### src/hw/rvc_pkg.sv
`default_nettype none

package rvc_pkg;

    //////////////////////////////
    // Sizes and reset values
    //////////////////////////////
    localparam int XLEN             = 32;
    localparam logic [XLEN-1:0] RESET_PC = 32'h0000_0000;
    localparam int PARCEL_W         = 16;
    localparam int FETCH_CREDITS    = 2;   // Words the parcel buffer can hold
    localparam int BUF_PARCELS      = FETCH_CREDITS * 2;
    localparam int BUF_CNT_W        = $clog2(BUF_PARCELS + 1);
    localparam int BUF_IDX_W        = $clog2(BUF_PARCELS);
    localparam int OUT_CREDITS      = 4;   // Decode-stage slots
    localparam int OUT_CREDIT_W     = $clog2(OUT_CREDITS + 1);
    localparam logic [OUT_CREDIT_W-1:0] OUT_CREDIT_INIT = OUT_CREDIT_W'(OUT_CREDITS);

    //////////////////////////////
    // Quadrants and opcodes
    //////////////////////////////
    localparam logic [1:0] QUAD0 = 2'b00;
    localparam logic [1:0] QUAD1 = 2'b01;
    localparam logic [1:0] QUAD2 = 2'b10;

    localparam logic [6:0] OPC_LOAD   = 7'b0000011;
    localparam logic [6:0] OPC_STORE  = 7'b0100011;
    localparam logic [6:0] OPC_BRANCH = 7'b1100011;
    localparam logic [6:0] OPC_JAL    = 7'b1101111;
    localparam logic [6:0] OPC_JALR   = 7'b1100111;
    localparam logic [6:0] OPC_OP_IMM = 7'b0010011;
    localparam logic [6:0] OPC_OP     = 7'b0110011;
    localparam logic [6:0] OPC_LUI    = 7'b0110111;

    // Fetch word, lo_parcel comes first in program order
    typedef struct packed {
        logic [PARCEL_W-1:0] hi_parcel;
        logic [PARCEL_W-1:0] lo_parcel;
    } fetch_word_t;

    // Register-operand view (CR format)
    typedef struct packed {
        logic [3:0] funct4;
        logic [4:0] rd_rs1;
        logic [4:0] rs2;
        logic [1:0] op;
    } rvc_cr_t;

    // Prime-register view (CL/CS/CB formats)
    typedef struct packed {
        logic [2:0] funct3;
        logic [2:0] imm_hi;
        logic [2:0] rs1p;
        logic [1:0] imm_mid;
        logic [2:0] rdp_rs2p;
        logic [1:0] op;
    } rvc_cp_t;

    typedef union packed {
        rvc_cr_t cr;
        rvc_cp_t cp;
    } rvc_parcel_u;

    typedef struct packed {
        logic [XLEN-1:0] instr;
        logic [XLEN-1:0] pc;
        logic            compressed;
        logic            illegal;
    } expanded_instr_t;

endpackage

`default_nettype wire

### src/hw/expand_out_stage.sv
`default_nettype none

module expand_out_stage (
    input  logic                     clk,
    input  logic                     rst,
    input  logic                     cand_valid,
    input  rvc_pkg::expanded_instr_t cand_instr,
    output logic                     cand_accept,
    input  logic                     out_credit,
    output logic                     out_valid,
    output rvc_pkg::expanded_instr_t out_instr
);

    logic [rvc_pkg::OUT_CREDIT_W-1:0] credit_q;  // Free decode-stage slots
    logic                             send;

    assign cand_accept = credit_q != '0;
    assign send        = cand_valid && cand_accept;

    //////////////////////////////
    // Downstream credits
    //////////////////////////////
    always_ff @(posedge clk) begin
        if (rst) begin
            credit_q  <= rvc_pkg::OUT_CREDIT_INIT;
            out_valid <= 1'b0;
        end else begin
            case ({send, out_credit})
                2'b10:   credit_q <= credit_q - 1'b1;
                2'b01:   credit_q <= credit_q + 1'b1;
                default: credit_q <= credit_q;  // Send and return cancel out
            endcase
            out_valid <= send;
        end
    end

    always_ff @(posedge clk) begin
        if (send) begin
            out_instr <= cand_instr;
        end
    end

endmodule

`default_nettype wire

### src/hw/parcel_aligner.sv
`default_nettype none

module parcel_aligner (
    input  logic                 clk,
    input  logic                 rst,
    input  logic                 fetch_valid,
    input  rvc_pkg::fetch_word_t fetch_data,
    output logic                 fetch_credit,
    input  logic                 cand_accept,
    output logic                 cand_valid,
    output rvc_pkg::rvc_parcel_u cand_parcel,
    output logic [15:0]          cand_upper,
    output logic [31:0]          cand_pc,
    output logic                 cand_is_compressed
);

    // Entry 0 is the oldest parcel
    logic [rvc_pkg::BUF_PARCELS-1:0][rvc_pkg::PARCEL_W-1:0] buf_q;
    logic [rvc_pkg::BUF_PARCELS-1:0][rvc_pkg::PARCEL_W-1:0] buf_shift;
    logic [rvc_pkg::BUF_PARCELS-1:0][rvc_pkg::PARCEL_W-1:0] buf_d;

    logic [rvc_pkg::BUF_CNT_W-1:0] count_q;
    logic [rvc_pkg::BUF_CNT_W-1:0] remain;
    logic [rvc_pkg::BUF_CNT_W-1:0] count_d;
    logic [rvc_pkg::BUF_IDX_W-1:0] idx_lo;
    logic [rvc_pkg::BUF_IDX_W-1:0] idx_hi;
    logic [rvc_pkg::XLEN-1:0]      pc_q;
    logic [1:0]                    take;      // Parcels consumed this cycle
    logic [1:0]                    consumed;
    logic                          cons_q;    // Odd parcel left over from last credit
    logic                          head_comp;

    //////////////////////////////
    // Candidate instruction
    //////////////////////////////
    assign head_comp = buf_q[0][1:0] != 2'b11;

    always_comb begin
        if (count_q == '0) begin
            cand_valid = 1'b0;
        end else if (head_comp) begin
            cand_valid = 1'b1;
        end else begin
            cand_valid = count_q >= 2;  // Upper half must be buffered
        end
    end

    assign cand_parcel        = buf_q[0];
    assign cand_upper         = buf_q[1];
    assign cand_pc            = pc_q;
    assign cand_is_compressed = head_comp;

    always_comb begin
        if (cand_valid && cand_accept) begin
            take = head_comp ? 2'd1 : 2'd2;
        end else begin
            take = 2'd0;
        end
    end

    //////////////////////////////
    // Buffer update
    //////////////////////////////
    assign remain  = count_q - {1'b0, take};
    assign count_d = remain + {fetch_valid, 1'b0};
    assign idx_lo  = remain[rvc_pkg::BUF_IDX_W-1:0];
    assign idx_hi  = idx_lo + 1'b1;

    always_comb begin
        buf_shift = buf_q >> (take * rvc_pkg::PARCEL_W);
        buf_d     = buf_shift;
        if (fetch_valid) begin
            // New word lands right behind what is left
            buf_d[idx_lo] = fetch_data.lo_parcel;
            buf_d[idx_hi] = fetch_data.hi_parcel;
        end
    end

    always_ff @(posedge clk) begin
        buf_q <= buf_d;
    end

    // One credit back per word's worth of consumed parcels
    assign consumed = {1'b0, cons_q} + take;

    always_ff @(posedge clk) begin
        if (rst) begin
            count_q      <= '0;
            cons_q       <= 1'b0;
            fetch_credit <= 1'b0;
            pc_q         <= rvc_pkg::RESET_PC;
        end else begin
            count_q      <= count_d;
            cons_q       <= consumed[0];
            fetch_credit <= consumed[1];
            pc_q         <= pc_q + {take, 1'b0};  // 2 or 4 bytes
        end
    end

endmodule

`default_nettype wire

### src/hw/rvc_expander.sv
`default_nettype none

module rvc_expander (
    input  rvc_pkg::rvc_parcel_u parcel,
    output logic [31:0]          instr,
    output logic                 illegal
);

    logic [15:0] c;          // Raw bits for scattered immediates
    logic [31:0] exp_instr;
    logic        bad;
    logic [4:0]  rd;
    logic [4:0]  rs2;
    logic [4:0]  rdp;        // x8..x15
    logic [4:0]  rs1p;
    logic [11:0] imm6_sx;
    logic [19:0] jal_imm;
    logic [5:0]  lui_imm;

    assign c       = parcel;
    assign rd      = parcel.cr.rd_rs1;
    assign rs2     = parcel.cr.rs2;
    assign rdp     = {2'b01, parcel.cp.rdp_rs2p};
    assign rs1p    = {2'b01, parcel.cp.rs1p};
    assign imm6_sx = {{6{c[12]}}, c[12], c[6:2]};
    assign lui_imm = {c[12], c[6:2]};

    // imm[20|10:1|11|19:12] of JAL
    assign jal_imm = {c[12], c[8], c[10:9], c[6], c[7], c[2], c[11], c[5:3],
                      c[12], {8{c[12]}}};

    always_comb begin
        exp_instr = '0;
        bad       = 1'b0;
        case ({parcel.cp.funct3, parcel.cp.op})
            //////////////////////////////
            // Quadrant 0
            //////////////////////////////
            {3'b010, rvc_pkg::QUAD0}: begin  // C.LW
                exp_instr = {5'b0, c[5], c[12:10], c[6], 2'b00, rs1p, 3'b010, rdp,
                             rvc_pkg::OPC_LOAD};
            end
            {3'b110, rvc_pkg::QUAD0}: begin  // C.SW
                exp_instr = {5'b0, c[5], c[12], rdp, rs1p, 3'b010, c[11:10], c[6], 2'b00,
                             rvc_pkg::OPC_STORE};
            end

            //////////////////////////////
            // Quadrant 1
            //////////////////////////////
            {3'b000, rvc_pkg::QUAD1}: begin  // C.ADDI, C.NOP when all zero
                exp_instr = {imm6_sx, rd, 3'b000, rd, rvc_pkg::OPC_OP_IMM};
            end
            {3'b001, rvc_pkg::QUAD1}: exp_instr = {jal_imm, 5'd1, rvc_pkg::OPC_JAL};  // C.JAL
            {3'b101, rvc_pkg::QUAD1}: exp_instr = {jal_imm, 5'd0, rvc_pkg::OPC_JAL};  // C.J
            {3'b010, rvc_pkg::QUAD1}: begin  // C.LI
                exp_instr = {imm6_sx, 5'd0, 3'b000, rd, rvc_pkg::OPC_OP_IMM};
            end
            {3'b011, rvc_pkg::QUAD1}: begin
                // rd x2 is C.ADDI16SP, zero immediate is reserved
                if (rd == 5'd2 || lui_imm == '0) begin
                    bad = 1'b1;
                end else begin
                    exp_instr = {{14{c[12]}}, lui_imm, rd, rvc_pkg::OPC_LUI};
                end
            end
            {3'b100, rvc_pkg::QUAD1}: begin
                case (c[11:10])
                    2'b00: begin  // C.SRLI
                        bad       = c[12];  // shamt[5] reserved on RV32
                        exp_instr = {7'b0000000, c[6:2], rs1p, 3'b101, rs1p, rvc_pkg::OPC_OP_IMM};
                    end
                    2'b01: begin  // C.SRAI
                        bad       = c[12];
                        exp_instr = {7'b0100000, c[6:2], rs1p, 3'b101, rs1p, rvc_pkg::OPC_OP_IMM};
                    end
                    2'b10: begin  // C.ANDI
                        exp_instr = {imm6_sx, rs1p, 3'b111, rs1p, rvc_pkg::OPC_OP_IMM};
                    end
                    default: begin
                        bad = c[12];  // SUBW/ADDW and reserved
                        case (parcel.cp.imm_mid)
                            2'b00: exp_instr = {7'b0100000, rdp, rs1p, 3'b000, rs1p, rvc_pkg::OPC_OP};
                            2'b01: exp_instr = {7'b0000000, rdp, rs1p, 3'b100, rs1p, rvc_pkg::OPC_OP};
                            2'b10: exp_instr = {7'b0000000, rdp, rs1p, 3'b110, rs1p, rvc_pkg::OPC_OP};
                            default: exp_instr = {7'b0000000, rdp, rs1p, 3'b111, rs1p, rvc_pkg::OPC_OP};
                        endcase
                    end
                endcase
            end
            {3'b110, rvc_pkg::QUAD1}: begin  // C.BEQZ
                exp_instr = {{4{c[12]}}, c[6:5], c[2], 5'd0, rs1p, 3'b000, c[11:10], c[4:3],
                             c[12], rvc_pkg::OPC_BRANCH};
            end
            {3'b111, rvc_pkg::QUAD1}: begin  // C.BNEZ
                exp_instr = {{4{c[12]}}, c[6:5], c[2], 5'd0, rs1p, 3'b001, c[11:10], c[4:3],
                             c[12], rvc_pkg::OPC_BRANCH};
            end

            //////////////////////////////
            // Quadrant 2
            //////////////////////////////
            {3'b000, rvc_pkg::QUAD2}: begin  // C.SLLI
                bad       = c[12];
                exp_instr = {7'b0000000, c[6:2], rd, 3'b001, rd, rvc_pkg::OPC_OP_IMM};
            end
            {3'b100, rvc_pkg::QUAD2}: begin
                if (rs2 == 5'd0) begin
                    // C.JR / C.JALR, rs1 x0 is reserved or C.EBREAK
                    bad       = rd == 5'd0;
                    exp_instr = {12'b0, rd, 3'b000, {4'b0, parcel.cr.funct4[0]},
                                 rvc_pkg::OPC_JALR};
                end else if (!parcel.cr.funct4[0]) begin
                    exp_instr = {7'b0, rs2, 5'd0, 3'b000, rd, rvc_pkg::OPC_OP};  // C.MV
                end else begin
                    exp_instr = {7'b0, rs2, rd, 3'b000, rd, rvc_pkg::OPC_OP};    // C.ADD
                end
            end
            default: bad = 1'b1;  // Outside the supported subset
        endcase
    end

    assign illegal = bad;
    assign instr   = bad ? 32'h0 : exp_instr;

endmodule

`default_nettype wire

### src/hw/rvc_fetch_unit.sv
`default_nettype none

module rvc_fetch_unit (
    input  logic                     clk,
    input  logic                     rst,
    input  logic                     fetch_valid,
    input  rvc_pkg::fetch_word_t     fetch_data,
    output logic                     fetch_credit,
    output logic                     out_valid,
    output rvc_pkg::expanded_instr_t out_instr,
    input  logic                     out_credit
);

    logic                     cand_valid;
    logic                     cand_accept;
    rvc_pkg::rvc_parcel_u     cand_parcel;
    logic [15:0]              cand_upper;
    logic [31:0]              cand_pc;
    logic                     cand_is_compressed;
    logic [31:0]              exp_instr;
    logic                     exp_illegal;
    rvc_pkg::expanded_instr_t cand_instr;

    parcel_aligner aligner_i (
        .clk                (clk),
        .rst                (rst),
        .fetch_valid        (fetch_valid),
        .fetch_data         (fetch_data),
        .fetch_credit       (fetch_credit),
        .cand_accept        (cand_accept),
        .cand_valid         (cand_valid),
        .cand_parcel        (cand_parcel),
        .cand_upper         (cand_upper),
        .cand_pc            (cand_pc),
        .cand_is_compressed (cand_is_compressed)
    );

    rvc_expander expander_i (
        .parcel  (cand_parcel),
        .instr   (exp_instr),
        .illegal (exp_illegal)
    );

    // 32-bit instructions bypass the expander
    assign cand_instr = '{
        instr:      cand_is_compressed ? exp_instr : {cand_upper, cand_parcel},
        pc:         cand_pc,
        compressed: cand_is_compressed,
        illegal:    cand_is_compressed && exp_illegal
    };

    expand_out_stage out_stage_i (
        .clk         (clk),
        .rst         (rst),
        .cand_valid  (cand_valid),
        .cand_instr  (cand_instr),
        .cand_accept (cand_accept),
        .out_credit  (out_credit),
        .out_valid   (out_valid),
        .out_instr   (out_instr)
    );

endmodule

`default_nettype wire

### config.mk
export PLATFORM = sky130hd
export DESIGN_NAME = rvc_fetch_unit
export DESIGN_NICKNAME = d
export VERILOG_FILES = /design/src/hw/rvc_pkg.sv /design/src/hw/expand_out_stage.sv /design/src/hw/parcel_aligner.sv /design/src/hw/rvc_expander.sv /design/src/hw/rvc_fetch_unit.sv
export SDC_FILE = /design/constraint.sdc
export NUM_CORES = 1
export LEC_CHECK = 0
export BUFFER_PORTS_ARGS = -buffer_cell sky130_fd_sc_hd__buf_2
export CAP_MARGIN = 40
export CORE_MARGIN = 3
export CORE_UTILIZATION = 47
export CTS_BUF_LIST = sky130_fd_sc_hd__clkbuf_8 sky130_fd_sc_hd__clkbuf_16
export DETAILED_ROUTE_END_ITERATION = 16
export GPL_ROUTABILITY_DRIVEN = 0
export HOLD_SLACK_MARGIN = 0.05
export PLACE_DENSITY = 0.69
export SYNTH_ARGS = -nofsm -noshare
export SYNTH_HDL_FRONTEND = slang
export SYNTH_HIERARCHICAL = 1
export SYNTH_SLANG_ARGS = --single-unit
### constraint.sdc
create_clock -name clk -period 3.18 [get_ports clk]
set_clock_uncertainty 0.15 [all_clocks]
set_input_delay 0.318 -clock clk [delete_from_list [all_inputs] [get_ports clk]]
set_output_delay 0.318 -clock clk [all_outputs]
set_load 0.005 [all_outputs]
==> flow_metrics.env <==
export IMPL_status="finished, final reports clean"
export IMPL_viasPerCell=5.835
export IMPL_synth_top_family_by_area="simple AND/OR/NAND/NOR gates"
export IMPL_antenna_cells=0
export IMPL_preCtsSetupSlack_ns=0.1370
export IMPL_power_net_switching_mw=6.135
export IMPL_synth_fa_ha_area_share_pct=1.326
export IMPL_synth_edf_count=66
export IMPL_placeableCoreArea_sq_um=19720
export IMPL_cts_buffers=17
export IMPL_synth_most_common_cell="nand2_1"
export IMPL_final_util_pct=54.62
export IMPL_cts_htree_levels=4
export IMPL_final_max_slew_viol_count=0
export IMPL_io_pins=104
export IMPL_finalWirelength_um=24010
export IMPL_min_period_ns=3.006
export IMPL_crit_buf_inv=3
export IMPL_syn_cell_area_sq_um=9528
export IMPL_grt_max_degree=94
export IMPL_first_pass_iters=6
export IMPL_total_power_mw=14.06
export IMPL_clk_latency_ns=0.43
export IMPL_power_frac_comb_pct=56.8
export IMPL_drive_gt1_share_pct=23.00
export IMPL_grt_pass1_wl_um=39010
export IMPL_syn_inst=1011
export IMPL_synth_top_area_share_pct=21.85
export IMPL_ys_dominant_reg_cell="dfxtp_1"
export IMPL_overflow=0
export IMPL_row_count=51
export IMPL_setup_violations=0
export IMPL_synth_cell_types=79
export IMPL_grt_use_total_pct=21.93
export IMPL_synthMuxAreaShare_pct=10.07
export IMPL_antenna_left=0
export IMPL_root_buffer="clkbuf_16"
export IMPL_cts_tree="done"
export IMPL_timing_final_crit_share_pct=94.52
export IMPL_start_util_pct=48.32
export IMPL_hold_buffers=0
export IMPL_antenna_found_initial=0
export IMPL_powerDensity_nw_per_um2=1306
export IMPL_vdd_drop_max_v=0.0007031
export IMPL_synth_seq_cells=170
export IMPL_power_frac_seq_pct=28.2
export IMPL_cts_sinks=170
export IMPL_worst_hold_slack_ns=0.07870
export IMPL_area_growth_pct=13.04
export IMPL_drtIter0Drc=829
export IMPL_cp_slowest_cell="fa_1"
export IMPL_synth_compound_area_share_pct=16.99
export IMPL_ys_top_cells_by_area="dfxtp_1 22%, edfxtp_1 21%, mux2_4 4.6%"
export IMPL_cts_clk_slew_worst_paths_ns=0.07
export IMPL_io_buffer_count=103
export IMPL_syn_area_per_cell_sq_um=9.424
export IMPL_worstSetupEndpointType="register"
export IMPL_async_flop_share_pct=0
export IMPL_ys_seq_area_share_pct=42.65
export IMPL_yosysTopAreaCell="dfxtp_1"
export IMPL_intPower_mw=7.927
export IMPL_clockBufferDepth=2
export IMPL_post_cts_repair_setup_buffers=0
export IMPL_synthXorXnorAreaFrac_pct=2.758
export IMPL_switching_share_pct=43.63
export IMPL_crit_chain="or3_4 > o21ai_0 > o21ai_4 > nand2_2 > inv_1 > ha_1 > inv_1 > fa_1 > nor2b_1 > buf_4 > nand3_1 > o21ai_0 > a211o_1"
export IMPL_start_kind="register"
export IMPL_cp_arrival_ns=3.18
export IMPL_max_stage_delay_ns=0.50
export IMPL_max_slew_margin_pct=38.36
export IMPL_max_freq_mhz=332.7
export IMPL_wl_per_cell_um=17.76
export IMPL_hold_violations=0
export IMPL_synthSimpleGateAreaFrac_pct=18.42
export IMPL_path_class="reg2reg"
export IMPL_setup_slack_ns=0.1742
export IMPL_num_vias=7889
export IMPL_synth_warnings=6
export IMPL_die_area_sq_um=22020
export IMPL_die_x_um=148.4
export IMPL_drc=0
export IMPL_post_dp_hpwl_um=16540
export IMPL_worstMarginPinSlew_ns=0.9247
export IMPL_synth_commonest_cells="107 x nand2_1, 104 x dfxtp_1, 69 x nor2_1"
export IMPL_grt_pass1_vias=7233
export IMPL_syn_num_nets=1055
export IMPL_cts_resized=0
export IMPL_pwr_share_clk_pct=15.1
export IMPL_critPathMaxFanout=11
export IMPL_dieHeight_um=148.4
export IMPL_hold_path_class="in2reg"
export IMPL_leakage_nw=4.358
export IMPL_cap_violations=0
export IMPL_fin_nets=1118
export IMPL_critPathRequiredTime_ns=3.35
export IMPL_rsz0062_at_grt="no"
export IMPL_cp_top_family="simple AND/OR/NAND/NOR gates"
-- placed cells by master, fill, tap and decap left out, types with 18 or more instances in the layout --
cell	Yosys	routed
edfxtp_1	66	66
o21ai_1	22	20
mux2i_1	40	40
nand2_1	107	106
o22ai_1	43	43
nor2_1	69	69
inv_1	20	19
a21oi_1	43	43
buf_2	19	103
nand2b_1	20	20
buf_4	35	49
dfxtp_1	104	104
nor3_1	22	22
mux2_4	29	29
xnor2_1	19	19
nand3_1	50	50
clkbuf_16	0	18
o21ai_0	29	29
-- final cells by class --
class | count | area (sq um)
well taps | 265 | 331.6
clock inverters | 14 | 167.7
flip-flops and latches | 170 | 4064
repair buffers | 154 | 923.4
clock buffers | 18 | 450.4
multi-input cells | 709 | 4751
fillers | 1764 | 8947
inverters | 22 | 82.58
-- state kept, by name, summed over array words and instances (netlist names) --
| register | flops |
|---|---|
| aligner_i/cand_upper | 16 |
| out_stage_i/out_valid | 1 |
| aligner_i/cand_pc | 31 |
| aligner_i/buf_q | 32 |
| aligner_i/cons_q | 1 |
| aligner_i/cand_parcel | 16 |
| out_stage_i/out_instr | 66 |
| aligner_i/count_q | 3 |
| out_stage_i/credit_q | 3 |
| aligner_i/fetch_credit | 1 |
-- power by group through the flow --
stage	Sequential [mW]	Combinational [mW]	Clock, mW
finish	3.96	7.98	2.12
global route	4.06	8.80	2.23
CTS	3.95	7.93	2.15
detailed placement	3.99	7.88	0
global placement	3.99	7.76	0
floorplan	3.90	6.00	0
-- logic make-up after synthesis --
kind of cell,after synthesis
mux,80
other cells,1
flops,170
xor+xnor,30
simple gates,345
compound gates,244
buf+inv,132
fa+ha+maj,9
-- per-stage QoR --
stage | setup TNS [ns] | instance area [sq um] | std cells
final | 0 | 10770 | 1352
after detailed placement | 0 | 10150 | 1320
after CTS | 0 | 10770 | 1352
after floorplan | -0.002998 | 9568 | 1011
after global placement | 0 | 10120 | 1318
after global routing | 0 | 10770 | 1352
-- routing by layer --
layer  vias to the layer above  wire length, um  part of all wire, %  global-route usage [%]
li1                       3804                -                    -                       -
met3                        33             1979                  8.2                   4.357
met4                         0              389                  1.6                   6.605
met5                         -                0                    0                       0
met1                      3703            11190                   47                   32.75
met2                       349            10450                   44                   32.20
-- worst reg2reg max path, stage by stage (launching register included) --
cell	delay, ns
dfxtp_1	0.33
or3_4	0.42
o21ai_0	0.16
o21ai_4	0.10
nand2_2	0.08
inv_1	0.05
ha_1	0.17
inv_1	0.06
fa_1	0.50
nor2b_1	0.25
buf_4	0.21
nand3_1	0.09
o21ai_0	0.10
a211o_1	0.23
-- final timing paths --
kind                                 from                  endpoint  slack [ns]  cells after the start
setup / recovery  out_stage_i/credit_q[2]  aligner_i/cand_parcel[6]        0.17                     13
hold / removal              fetch_data[3]   aligner_i/cand_upper[3]        0.08                      3
setup reg to reg  out_stage_i/credit_q[2]  aligner_i/cand_parcel[6]        0.17                     13
hold reg to reg      aligner_i/cand_pc[1]  out_stage_i/out_instr[3]        0.30                      0
(Power assumes the default switching activity.)
